**src/display_pkg.sv**
```systemverilog
/* Raster and video types shared along the pixel pipeline
   Coordinate width, RGB colour, raster position and DVI output word */
package display_pkg;

    localparam int CORDW = 12;  // Screen coordinate width

    // One pixel colour, red in the top byte
    typedef struct packed {
        logic [7:0] red;
        logic [7:0] green;
        logic [7:0] blue;
    } rgb_t;

    // Scan position and timing flags, one per pixel clock
    typedef struct packed {
        logic [CORDW-1:0] sx;  // Horizontal position, 0 at left
        logic [CORDW-1:0] sy;  // Vertical position, 0 at top
        logic hsync;           // Active high
        logic vsync;           // Active high
        logic de;              // Inside active area
        logic frame_start;     // Position (0,0)
    } raster_pos_t;

    // Registered word for the DVI encoder
    typedef struct packed {
        rgb_t rgb;
        logic hsync;
        logic vsync;
        logic de;
    } dvi_word_t;

endpackage

```
**src/graph_pkg.sv**
```systemverilog
/* Plot opcodes, configuration struct and register map
   Register offsets, CTRL field layout and AXI response codes */
package graph_pkg;

    // Curve selection
    typedef enum logic [1:0] {
        FUNC_LINE    = 2'd0,  // y = x
        FUNC_SQUARED = 2'd1,  // y = x^2 >> shift
        FUNC_CUBED   = 2'd2,  // y = x^3 >> 2*shift
        FUNC_NONE    = 2'd3   // Draws nothing
    } func_op_t;

    // Full plot configuration as held by the register slave
    typedef struct packed {
        func_op_t          op;
        logic [3:0]        shift;     // Curve scale
        logic              enable;    // Plot on
        display_pkg::rgb_t col_func;
        display_pkg::rgb_t col_axes;
        display_pkg::rgb_t col_bg;
    } plot_cfg_t;

    // Byte offsets
    localparam logic [3:0] REG_CTRL     = 4'h0;
    localparam logic [3:0] REG_COL_FUNC = 4'h4;
    localparam logic [3:0] REG_COL_AXES = 4'h8;
    localparam logic [3:0] REG_COL_BG   = 4'hC;

    // CTRL layout, op sits in bits 1:0
    localparam int CTRL_SHIFT_LSB = 4;  // Shift in bits 7:4
    localparam int CTRL_EN_BIT    = 8;

    localparam logic [1:0] RESP_OKAY   = 2'b00;
    localparam logic [1:0] RESP_SLVERR = 2'b10;

endpackage

```
**src/display_timing.sv**
```systemverilog
/* Display timing generator
   Scan counters with sync, data enable and frame start flags */
`timescale 1ns/1ps

module display_timing #(
    parameter int H_RES  = 1280,
    parameter int V_RES  = 720,
    parameter int H_FP   = 110,
    parameter int H_SYNC = 40,
    parameter int H_BP   = 220,
    parameter int V_FP   = 5,
    parameter int V_SYNC = 5,
    parameter int V_BP   = 20
) (
    input  logic                     clk_pix,
    input  logic                     rst_n,
    output display_pkg::raster_pos_t pos
);

    localparam int CW = display_pkg::CORDW;

    // Horizontal boundaries, active area first
    localparam logic [CW-1:0] H_ACT      = CW'(H_RES);
    localparam logic [CW-1:0] H_SYNC_BEG = CW'(H_RES + H_FP);
    localparam logic [CW-1:0] H_SYNC_END = CW'(H_RES + H_FP + H_SYNC);
    localparam logic [CW-1:0] H_LAST     = CW'(H_RES + H_FP + H_SYNC + H_BP - 1);

    // Vertical boundaries in lines
    localparam logic [CW-1:0] V_ACT      = CW'(V_RES);
    localparam logic [CW-1:0] V_SYNC_BEG = CW'(V_RES + V_FP);
    localparam logic [CW-1:0] V_SYNC_END = CW'(V_RES + V_FP + V_SYNC);
    localparam logic [CW-1:0] V_LAST     = CW'(V_RES + V_FP + V_SYNC + V_BP - 1);

    logic [CW-1:0] sx;
    logic [CW-1:0] sy;

    always_ff @(posedge clk_pix) begin
        if (!rst_n) begin
            sx <= '0;
            sy <= '0;
        end else if (sx == H_LAST) begin  // End of line
            sx <= '0;
            sy <= (sy == V_LAST) ? '0 : sy + 1'b1;
        end else begin
            sx <= sx + 1'b1;
        end
    end

    // Flags decoded straight from the counters
    always_comb begin
        pos.sx          = sx;
        pos.sy          = sy;
        pos.hsync       = (sx >= H_SYNC_BEG) && (sx < H_SYNC_END);
        pos.vsync       = (sy >= V_SYNC_BEG) && (sy < V_SYNC_END);
        pos.de          = (sx < H_ACT) && (sy < V_ACT);
        pos.frame_start = (sx == '0) && (sy == '0);  // First active pixel
    end

endmodule

```
**src/graph_regs.sv**
```systemverilog
/* AXI4-Lite register slave for the plot configuration
   CTRL and three colour registers, byte strobes, OKAY/SLVERR responses */
`timescale 1ns/1ps

module graph_regs (
    input  logic                 clk_pix,
    input  logic                 rst_n,
    input  logic [3:0]           s_axi_awaddr,
    input  logic                 s_axi_awvalid,
    output logic                 s_axi_awready,
    input  logic [31:0]          s_axi_wdata,
    input  logic [3:0]           s_axi_wstrb,
    input  logic                 s_axi_wvalid,
    output logic                 s_axi_wready,
    output logic [1:0]           s_axi_bresp,
    output logic                 s_axi_bvalid,
    input  logic                 s_axi_bready,
    input  logic [3:0]           s_axi_araddr,
    input  logic                 s_axi_arvalid,
    output logic                 s_axi_arready,
    output logic [31:0]          s_axi_rdata,
    output logic [1:0]           s_axi_rresp,
    output logic                 s_axi_rvalid,
    input  logic                 s_axi_rready,
    output graph_pkg::plot_cfg_t cfg
);

    typedef enum logic {RESP_IDLE, RESP_HOLD} resp_state_t;

    resp_state_t wr_state;
    resp_state_t rd_state;
    logic        wr_fire;  // AW and W taken together
    logic        rd_fire;
    logic [31:0] wr_new;   // Register after strobe merge
    logic [31:0] rd_word;

    // Register contents as the bus sees them, zero when unmapped
    function automatic logic [31:0] reg_word(input logic [3:0] addr,
                                             input graph_pkg::plot_cfg_t c);
        logic [31:0] w;
        w = '0;
        case (addr)
            graph_pkg::REG_CTRL: begin
                w[1:0]                              = c.op;
                w[graph_pkg::CTRL_SHIFT_LSB +: 4]   = c.shift;
                w[graph_pkg::CTRL_EN_BIT]           = c.enable;
            end
            graph_pkg::REG_COL_FUNC: w[23:0] = c.col_func;
            graph_pkg::REG_COL_AXES: w[23:0] = c.col_axes;
            graph_pkg::REG_COL_BG:   w[23:0] = c.col_bg;
            default:                 w = '0;
        endcase
        return w;
    endfunction

    function automatic logic is_mapped(input logic [3:0] addr);
        return addr inside {graph_pkg::REG_CTRL, graph_pkg::REG_COL_FUNC,
                            graph_pkg::REG_COL_AXES, graph_pkg::REG_COL_BG};
    endfunction

    assign wr_fire = s_axi_awvalid && s_axi_awready && s_axi_wvalid && s_axi_wready;
    assign rd_fire = s_axi_arvalid && s_axi_arready;

    always_comb begin
        wr_new = reg_word(s_axi_awaddr, cfg);
        for (int i = 0; i < 4; i++) begin
            if (s_axi_wstrb[i])
                wr_new[8*i +: 8] = s_axi_wdata[8*i +: 8];  // Take strobed byte
        end
        rd_word = reg_word(s_axi_araddr, cfg);
    end

    // Write channel and register update
    always_ff @(posedge clk_pix) begin
        if (!rst_n) begin
            wr_state      <= RESP_IDLE;
            s_axi_awready <= 1'b0;
            s_axi_wready  <= 1'b0;
            cfg.op        <= graph_pkg::FUNC_NONE;
            cfg.shift     <= '0;
            cfg.enable    <= 1'b0;
            cfg.col_func  <= '0;
            cfg.col_axes  <= '0;
            cfg.col_bg    <= '0;
        end else begin
            case (wr_state)
                RESP_IDLE: begin
                    if (wr_fire) begin
                        s_axi_awready <= 1'b0;
                        s_axi_wready  <= 1'b0;
                        wr_state      <= RESP_HOLD;
                        case (s_axi_awaddr)
                            graph_pkg::REG_CTRL: begin
                                cfg.op     <= graph_pkg::func_op_t'(wr_new[1:0]);
                                cfg.shift  <= wr_new[graph_pkg::CTRL_SHIFT_LSB +: 4];
                                cfg.enable <= wr_new[graph_pkg::CTRL_EN_BIT];
                            end
                            graph_pkg::REG_COL_FUNC: cfg.col_func <= wr_new[23:0];
                            graph_pkg::REG_COL_AXES: cfg.col_axes <= wr_new[23:0];
                            graph_pkg::REG_COL_BG:   cfg.col_bg   <= wr_new[23:0];
                            default: ;  // Unmapped, nothing changes
                        endcase
                    end else if (s_axi_awvalid && s_axi_wvalid) begin
                        s_axi_awready <= 1'b1;  // Both halves present
                        s_axi_wready  <= 1'b1;
                    end
                end
                RESP_HOLD: if (s_axi_bready) wr_state <= RESP_IDLE;
                default:   wr_state <= RESP_IDLE;
            endcase
        end
    end

    // Read channel
    always_ff @(posedge clk_pix) begin
        if (!rst_n) begin
            rd_state      <= RESP_IDLE;
            s_axi_arready <= 1'b0;
        end else begin
            case (rd_state)
                RESP_IDLE: begin
                    if (rd_fire) begin
                        s_axi_arready <= 1'b0;
                        rd_state      <= RESP_HOLD;
                    end else if (s_axi_arvalid) begin
                        s_axi_arready <= 1'b1;
                    end
                end
                RESP_HOLD: if (s_axi_rready) rd_state <= RESP_IDLE;
                default:   rd_state <= RESP_IDLE;
            endcase
        end
    end

    // Response payload, captured at accept
    always_ff @(posedge clk_pix) begin
        if (wr_fire)
            s_axi_bresp <= is_mapped(s_axi_awaddr) ? graph_pkg::RESP_OKAY
                                                   : graph_pkg::RESP_SLVERR;
        if (rd_fire) begin
            s_axi_rdata <= rd_word;
            s_axi_rresp <= is_mapped(s_axi_araddr) ? graph_pkg::RESP_OKAY
                                                   : graph_pkg::RESP_SLVERR;
        end
    end

    assign s_axi_bvalid = (wr_state == RESP_HOLD);
    assign s_axi_rvalid = (rd_state == RESP_HOLD);

endmodule

```
**src/func_plot.sv**
```systemverilog
/* Pipelined curve evaluator
   Three stages: x squared, x cubed, compare against y per opcode */
`timescale 1ns/1ps

module func_plot (
    input  logic                                clk_pix,
    input  logic signed [display_pkg::CORDW-1:0] x,
    input  logic signed [display_pkg::CORDW-1:0] y,
    input  graph_pkg::func_op_t                 op,
    input  logic [3:0]                          shift,
    output logic                                on_curve
);

    localparam int CW = display_pkg::CORDW;

    // Operands carried alongside the products
    typedef struct packed {
        logic signed [CW-1:0] x;
        logic signed [CW-1:0] y;
        graph_pkg::func_op_t  op;
        logic [3:0]           shift;
    } carry_t;

    carry_t                 c1;   // Stage 1
    carry_t                 c2;   // Stage 2
    logic signed [2*CW-1:0] sq1;  // x^2
    logic signed [2*CW-1:0] sq2;
    logic signed [3*CW-1:0] cb2;  // x^3
    logic                   hit;

    // Stage 1, square
    always_ff @(posedge clk_pix) begin
        c1.x     <= x;
        c1.y     <= y;
        c1.op    <= op;
        c1.shift <= shift;
        sq1      <= x * x;
    end

    // Stage 2, cube from the square
    always_ff @(posedge clk_pix) begin
        c2  <= c1;
        sq2 <= sq1;
        cb2 <= sq1 * $signed(c1.x);
    end

    // Stage 3 compare, arithmetic shifts keep the sign of odd powers
    always_comb begin
        case (c2.op)
            graph_pkg::FUNC_LINE:    hit = ($signed(c2.y) == $signed(c2.x));
            graph_pkg::FUNC_SQUARED: hit = ($signed(c2.y) == (sq2 >>> c2.shift));
            graph_pkg::FUNC_CUBED:   hit = ($signed(c2.y) == (cb2 >>> {c2.shift, 1'b0}));
            default:                 hit = 1'b0;  // FUNC_NONE
        endcase
    end

    always_ff @(posedge clk_pix) begin
        on_curve <= hit;
    end

endmodule

```
**src/graph_painter.sv**
```systemverilog
/* Pixel painter: centring, axis flag, frame-start config latch
   Sync and axis delay to match the plotter, registered colour out */
`timescale 1ns/1ps

module graph_painter #(
    parameter int H_RES = 1280,
    parameter int V_RES = 720
) (
    input  logic                                 clk_pix,
    input  logic                                 rst_n,
    input  display_pkg::raster_pos_t             pos,
    input  graph_pkg::plot_cfg_t                 cfg,
    output logic signed [display_pkg::CORDW-1:0] x,
    output logic signed [display_pkg::CORDW-1:0] y,
    output graph_pkg::func_op_t                  op,
    output logic [3:0]                           shift,
    input  logic                                 on_curve,
    output display_pkg::dvi_word_t               video
);

    localparam int CW       = display_pkg::CORDW;
    localparam int FUNC_LAT = 3;  // func_plot depth
    localparam logic [CW-1:0] X_OFFS = CW'(H_RES / 2);
    localparam logic [CW-1:0] Y_OFFS = CW'(V_RES / 2 - 1);

    typedef struct packed {
        logic hsync;
        logic vsync;
        logic de;
        logic axis;
    } side_t;

    graph_pkg::plot_cfg_t cfg_act;  // Copy used for the current frame
    side_t                side_d [FUNC_LAT+1];

    // Take new settings only at (0,0), so no frame tears
    always_ff @(posedge clk_pix) begin
        if (!rst_n) begin
            cfg_act.op       <= graph_pkg::FUNC_NONE;
            cfg_act.shift    <= '0;
            cfg_act.enable   <= 1'b0;
            cfg_act.col_func <= '0;
            cfg_act.col_axes <= '0;
            cfg_act.col_bg   <= '0;
        end else if (pos.frame_start) begin
            cfg_act <= cfg;
        end
    end

    // Centre the screen, y grows upwards
    always_ff @(posedge clk_pix) begin
        x <= signed'(pos.sx - X_OFFS);
        y <= signed'(Y_OFFS - pos.sy);
    end

    assign op    = cfg_act.op;     // Meets the pixel entering func_plot
    assign shift = cfg_act.shift;

    // Side flags, one cycle centring plus the plotter depth
    always_ff @(posedge clk_pix) begin
        if (!rst_n) begin
            for (int i = 0; i <= FUNC_LAT; i++)
                side_d[i] <= '0;
        end else begin
            side_d[0].hsync <= pos.hsync;
            side_d[0].vsync <= pos.vsync;
            side_d[0].de    <= pos.de;
            side_d[0].axis  <= (pos.sx == X_OFFS) || (pos.sy == Y_OFFS);
            for (int i = 1; i <= FUNC_LAT; i++)
                side_d[i] <= side_d[i-1];
        end
    end

    // Colours can switch at frame start since the tail is still in blanking
    always_ff @(posedge clk_pix) begin
        if (!rst_n) begin
            video <= '0;
        end else begin
            video.hsync <= side_d[FUNC_LAT].hsync;
            video.vsync <= side_d[FUNC_LAT].vsync;
            video.de    <= side_d[FUNC_LAT].de;
            if (!side_d[FUNC_LAT].de)
                video.rgb <= '0;                 // Blanking
            else if (side_d[FUNC_LAT].axis)
                video.rgb <= cfg_act.col_axes;   // Axes on top
            else if (on_curve && cfg_act.enable)
                video.rgb <= cfg_act.col_func;
            else
                video.rgb <= cfg_act.col_bg;
        end
    end

endmodule

```
**src/graph_top.sv**
```systemverilog
/* Graphing subsystem top level
   Register slave, display timing, curve plotter and painter */
`timescale 1ns/1ps

module graph_top #(
    parameter int H_RES  = 1280,
    parameter int V_RES  = 720,
    parameter int H_FP   = 110,
    parameter int H_SYNC = 40,
    parameter int H_BP   = 220,
    parameter int V_FP   = 5,
    parameter int V_SYNC = 5,
    parameter int V_BP   = 20
) (
    input  logic                   clk_pix,
    input  logic                   rst_n,
    input  logic [3:0]             s_axi_awaddr,
    input  logic                   s_axi_awvalid,
    output logic                   s_axi_awready,
    input  logic [31:0]            s_axi_wdata,
    input  logic [3:0]             s_axi_wstrb,
    input  logic                   s_axi_wvalid,
    output logic                   s_axi_wready,
    output logic [1:0]             s_axi_bresp,
    output logic                   s_axi_bvalid,
    input  logic                   s_axi_bready,
    input  logic [3:0]             s_axi_araddr,
    input  logic                   s_axi_arvalid,
    output logic                   s_axi_arready,
    output logic [31:0]            s_axi_rdata,
    output logic [1:0]             s_axi_rresp,
    output logic                   s_axi_rvalid,
    input  logic                   s_axi_rready,
    output display_pkg::dvi_word_t video
);

    graph_pkg::plot_cfg_t                 cfg;       // Register view
    display_pkg::raster_pos_t             pos;
    logic signed [display_pkg::CORDW-1:0] x;         // Centred coordinates
    logic signed [display_pkg::CORDW-1:0] y;
    graph_pkg::func_op_t                  op;
    logic [3:0]                           shift;
    logic                                 on_curve;

    graph_regs graph_regs_i (
        .clk_pix, .rst_n,
        .s_axi_awaddr, .s_axi_awvalid, .s_axi_awready,
        .s_axi_wdata, .s_axi_wstrb, .s_axi_wvalid, .s_axi_wready,
        .s_axi_bresp, .s_axi_bvalid, .s_axi_bready,
        .s_axi_araddr, .s_axi_arvalid, .s_axi_arready,
        .s_axi_rdata, .s_axi_rresp, .s_axi_rvalid, .s_axi_rready,
        .cfg
    );

    display_timing #(
        .H_RES(H_RES), .V_RES(V_RES),
        .H_FP(H_FP), .H_SYNC(H_SYNC), .H_BP(H_BP),
        .V_FP(V_FP), .V_SYNC(V_SYNC), .V_BP(V_BP)
    ) display_timing_i (
        .clk_pix, .rst_n, .pos
    );

    func_plot func_plot_i (
        .clk_pix, .x, .y, .op, .shift, .on_curve
    );

    graph_painter #(.H_RES(H_RES), .V_RES(V_RES)) graph_painter_i (
        .clk_pix, .rst_n, .pos, .cfg,
        .x, .y, .op, .shift, .on_curve, .video
    );

endmodule

```
**config.mk**
```make
export PLATFORM = sky130hd
export DESIGN_NAME = graph_top
export DESIGN_NICKNAME = d
export VERILOG_FILES = /design/src/display_pkg.sv /design/src/graph_pkg.sv /design/src/display_timing.sv /design/src/graph_regs.sv /design/src/func_plot.sv /design/src/graph_painter.sv /design/src/graph_top.sv
export SDC_FILE = /design/constraint.sdc
export NUM_CORES = 2
export LEC_CHECK = 0
export BUFFER_PORTS_ARGS = -buffer_cell sky130_fd_sc_hd__buf_2
export CAP_MARGIN = 20
export CORE_MARGIN = 4
export CORE_UTILIZATION = 55
export DETAILED_ROUTE_END_ITERATION = 10
export PLACE_DENSITY_LB_ADDON = 0.15
export SETUP_SLACK_MARGIN = 0.2
export SLEW_MARGIN = 20
export SYNTH_ARGS = -nofsm -noshare
export SYNTH_HDL_FRONTEND = slang
export SYNTH_SLANG_ARGS = --single-unit
```
**constraint.sdc**
```tcl
create_clock -name clk_pix -period 6.2 [get_ports clk_pix]
set_clock_uncertainty 0.15 [all_clocks]
set_input_delay 1.24 -clock clk_pix [delete_from_list [all_inputs] [get_ports clk_pix]]
set_output_delay 1.24 -clock clk_pix [all_outputs]
set_load 0.01 [all_outputs]
```
# Word level (Yosys, flattened, before mapping)
# Memories as Yosys holds them, arrays and structs flattened.
# Index checks and enable logic that the tools add are counted.
# totals
reg_bits,410
latch_bits,0
ramBits,16
rom_bits,0
in_bits,51
out_inout_bits,68
mem_count,1
# memory_table
memory,depth,word_bits,rd,rd_clocked_by_memory_dff,write_ports,line_no,rtl
graph_painter_i.side_d,4,4,4,0,4,graph_painter.sv:34,side_t side_d [FUNC_LAT+1];
# op_classes
add_sub_neg,4
mul,2
n_div,0
n_lt_le_gt_ge,6
eq_ne,15
shifts,2
muxes,36
n_bitwise,10
n_reduce_logical,28
# ops
operator,count
15-bit one-hot mux with 3 select lines,2
24-bit 2-to-1 mux,2
12-bit by 36-bit equality test with 1-bit output,1
24-bit by 12-bit multiplier with 36-bit output,1
36-bit by 5-bit >>> shifter with 36-bit output,1
12-bit by 1-bit adder with 12-bit output (second input constant),2
12-bit by 10-bit equality test with 1-bit output (second input constant),2
12-bit by 24-bit equality test with 1-bit output,1
12-bit zero test,2
12-bit by 10-bit less-than comparator with 1-bit output (second input constant),2
12-bit by 11-bit less-than comparator with 1-bit output (second input constant),2
12-bit by 12-bit multiplier with 24-bit output,1
8-bit 2-to-1 mux,3
24-bit by 4-bit >>> shifter with 24-bit output,1
5-bit one-hot mux with 4 select lines,1
2-bit one-hot mux with 3 select lines,3
4-bit equality test (second input constant),4
5-bit one-hot mux with 3 select lines,1
1-bit 2-to-1 mux,14
12-bit by 11-bit equality test with 1-bit output (second input constant),1
12-bit equality test,1
12-bit by 9-bit equality test with 1-bit output (second input constant),1
12-bit by 10-bit greater-or-equal comparator with 1-bit output (second input constant),1
12-bit by 11-bit greater-or-equal comparator with 1-bit output (second input constant),1
22 further kinds,52

# Depth between registers and ports, before layout
# logic_depth
depth_word,5
depth_mapped,23
mapped_depth_nobuf,21

# Cells and area by module
# From an unflattened synthesis, not the netlist that was laid out.
# unflattened
hier_cells,3455
hier_area_um2,33258.1
# by_module_without_submodules
mod,n_inst,cells_per_inst,area_each_um2,seq_area_each_um2
func_plot,1,2259,21164.0,2802.7
graph_painter,1,504,5436.5,2922.8
graph_regs,1,526,5213.8,2442.3
display_timing,1,166,1443.9,480.5

# Worst setup path before layout
# Ideal clock, no wire load.
# synth_timing
kind,register -> register
from,register func_plot_i.sq1[5]
to,register func_plot_i.cb2[34]
setup_time_ns,0.072
t_arrival_ns,5.672
required_time_ns,5.978
setup_slack_ns,0.306
path_stages_with_launch,22
n_path_buf,1
cell_sequence,dfxtp_1 > clkbuf_1 > and2_1 > fa_1 > inv_1 > fa_1 > inv_1 > fa_1 > fa_1 > inv_1 > fa_1 > inv_1 > ha_1 > a41o_1 > a221oi_1 > o31ai_1 > a211oi_1 > o21ai_1 > a211oi_1 > o311ai_1 > a21oi_1 > xnor2_1
# synth_via
elab_chain_len,1
# synth_rtl
element,line_no,rtl
from (decl),func_plot.sv:26,logic signed [2*CW-1:0] sq1;
from (signal assigned),func_plot.sv:37,sq1 <= x * x;
24-bit by 12-bit multiplier with 36-bit output,func_plot.sv:44,cb2 <= sq1 * $signed(c1.x);
to (signal assigned),func_plot.sv:44,
to (decl),func_plot.sv:28,logic signed [3*CW-1:0] cb2;
# No other way between the ends.
# A chain may end at the register's enable or synchronous reset.

# Final worst setup path
# layout_timing
from,register func_plot_i.c1[22] in the netlist's numbering
to,register func_plot_i.cb2[35]
# layout_via
elab_chain_len,1
# layout_rtl
element,line_no,rtl
from (decl),func_plot.sv:24,carry_t c1;
24-bit by 12-bit multiplier with 36-bit output,func_plot.sv:44,
# No other way between the ends.

==> reports/metrics.cfg <==
[status]
outcome=finished, final reports clean

[place]
placed_area_sq_um=34200
io_buffers=99
place_congestion=0.913
hpwl_mm=60.4
pre_cts_slack_ns=0.0564

[logic_synthesis]
yosysMostFrequentCell=nand2_1
ys.flop_type=dfxtp_1
synth_cells=3506
yosys_warnings=0
ys_types=79
synth.area.top_cells=dfxtp_1, fa_1, nand2_1
avgSynthCellArea_sq_um=9.36
async_flop_share_pct=0
syn-cell-area_sq_um=32800
synth-edff-count=26
synthDominantCellAreaShare_pct=24.0
synth_largest_area_cell=dfxtp_1
seq_area_frac_synth_pct=26.3
synth_seq_cells=419
synth_common_cells=nand2_1, inv_1, dfxtp_1

[detailed_routing]
first_pass_iters=8
wl_mm=81.3
viasPerCell=5.61
num_vias=24603
ant_nets=0
drc_errors=0
drt_iter0_markers=1779
routedWlPerCell_um=18.5

[floorplanning]
die_h_um=252
dieArea_sq_um=63700
io_pins=119
num_rows=89
start_util_pct=55.6
dieWidth_um=252
core_area_sq_um=59000

[global_routing]
grt_start_max_net_pins=123
globalRouteOverflowTotal=0
antenna_found_initial=0
grt_use_total_pct=25.7
grt_pass1_vias=25899
grt_pass1_wl_mm=133

[timing]
slew_viol_final=0
setup_ws_ns=0.367
fmax_ghz=0.171
rsz0062_at_grt=false
period_share_pct=94.1
min_period_ns=5.83
setup_tns_ns=0
timing.slew.headroom_pct=27.9
finalHoldViolations=0
finalSetupViolations=0
worstMarginPinSlew_ns=1.08

[clock_tree]
cts_root_buf=clkbuf_16
cts_tree=done
ctsHtreeMaxLevel=2
path_clk_slew_ns=0.07
numCtsBuffers=45
insertion_delay_ns=0.58
cts.sinks=419
ctsHoldBuffers=0
cts_buffer_depth=3

[critical_path]
crit_type=register to register
arrival_ns=6.18
critPathRequiredTime_ns=6.55
end_kind=register
critical_path.max_fanout=8
startpoint_type=register

[cells_and_area]
n_fill_cell=4987
drive_gt1_share_pct=13.6
design_area_sq_um=36400
n_antenna_cell=0
final_util_pct=61.6
syn_to_final_growth_pct=10.7
nets=4155

[worst_hold_path]
hp-class=register to register

[run]
cap_violations=0

sequential cells by signal, summed over array words and instances (netlist names):
register,flops
graph_painter_i.side_d,16
func_plot_i.c2,30
graph_regs_i.s_axi_bresp,1
display_timing_i.sx,12
graph_regs_i.s_axi_arready,1
graph_regs_i.s_axi_awready,1
graph_regs_i.cfg,79
graph_regs_i.s_axi_rvalid,1
func_plot_i.sq1,22
display_timing_i.sy,12
graph_painter_i.op,2
graph_painter_i.y,12
graph_painter_i.x,12
func_plot_i.on_curve,1
graph_regs_i.s_axi_rdata,24
func_plot_i.sq2,22
graph_regs_i.s_axi_bvalid,1
graph_painter_i.shift,4
graph_painter_i.cfg_act,73
func_plot_i.c1,30
graph_painter_i.video,27
graph_regs_i.s_axi_rresp,1
func_plot_i.cb2,35
worst paths after layout:
kind / startpoint / cells after the start / slack, ns / endpoint
worst max-delay path: func_plot_i.c1[22]$_DFF_P_ / 20 / 0.37 / func_plot_i.cb2[35]$_DFF_P_
worst min-delay path: func_plot_i.c1[11]$_DFF_P_ / 0 / 0.17 / func_plot_i.c2[11]$_DFF_P_
worst max register to register: func_plot_i.c1[22]$_DFF_P_ / 20 / 0.37 / func_plot_i.cb2[35]$_DFF_P_
worst min register to register: func_plot_i.c1[11]$_DFF_P_ / 0 / 0.17 / func_plot_i.c2[11]$_DFF_P_
timing repair:
action,in CTS,in global routing
pin swaps,0,40
gates cloned,0,1
gates resized for setup,7,97
buffers inserted,0,23
endpoints found under the setup margin,4,11
worst max-delay path, stage by stage (launching register included):
cell and delay, ns:
dfxtp_4 0.36, buf_12 0.13, nand2_2 0.05, fa_1 0.49, fa_1 0.44, fa_1 0.51
inv_1 0.05, fa_1 0.53, inv_1 0.05, fa_1 0.53, inv_1 0.06, ha_4 0.23
nand2_2 0.07, a211oi_2 0.04, or4b_4 0.56, a311o_1 0.43, o21ai_2 0.19, o21a_1 0.17
o211ai_1 0.14, a2111o_1 0.45, o211ai_1 0.10
cell families (layout without fill, tap and decap cells):
family | Yosys count | count (layout) | synth area share (%)
AND/OR/NAND/NOR | 1054 | 1054 | 14.7
adder cells (fa/ha/maj) | 524 | 524 | 28.6
flip-flops | 419 | 419 | 26.3
XOR/XNOR | 106 | 106 | 2.83
AO/OA/AOI/OAI | 501 | 501 | 10.3
multiplexers | 187 | 187 | 8.61
other | 2 | 15 | 0.0229
buffers and inverters | 713 | 810 | 8.67
per-stage QoR:
stage	instances	hold slack, ns
6_report	4389	0.167
3_3_place_gp	4281	0.163
4_1_cts	4364	0.169
5_1_grt	4389	0.169
3_5_place_dp	4281	0.163
2_1_floorplan	3519	0.160
cell usage in the layout, fill, tap and decap left out, types with 52 or more instances in the layout:
master / synthesis / final
nand2_1: 538 / 533
inv_1: 498 / 494
fa_1: 376 / 371
dfxtp_1: 393 / 363
and2_1: 180 / 177
nor2_1: 153 / 151
ha_1: 148 / 139
a21oi_1: 123 / 119
buf_4: 18 / 108
buf_2: 11 / 98
o21ai_0: 83 / 80
a21boi_0: 80 / 80
mux2i_1: 73 / 73
xnor2_1: 72 / 72
nand3_1: 52 / 52
cell type report:
| cell class | instances | area, sq um | share of cell area [%] |
|---|---|---|---|
| multi-input cells | 2387 | 21600 | 59.5 |
| flip-flops and latches | 419 | 8710 | 24.0 |
| inverters | 499 | 1880 | 5.16 |
| repair buffers | 228 | 1600 | 4.39 |
| clock buffers | 58 | 1280 | 3.51 |
| well taps | 773 | 967 | 2.66 |
| clock inverters | 25 | 283 | 0.778 |
per-layer routing:
layer / track usage, % / vias up / part of all wire [%] / routed length (um)
met5: 0 / - / 0 / 0
met2: 41.6 / 703 / 46 / 37800
li1: - / 11420 / - / -
met3: 3.47 / 156 / 5.7 / 4640
met1: 36.4 / 12324 / 45 / 36800
met4: 7.68 / 0 / 2.6 / 2080
Power is not shown: default switching activity piles up to over one toggle a cycle in this logic, so the estimate is an artifact.
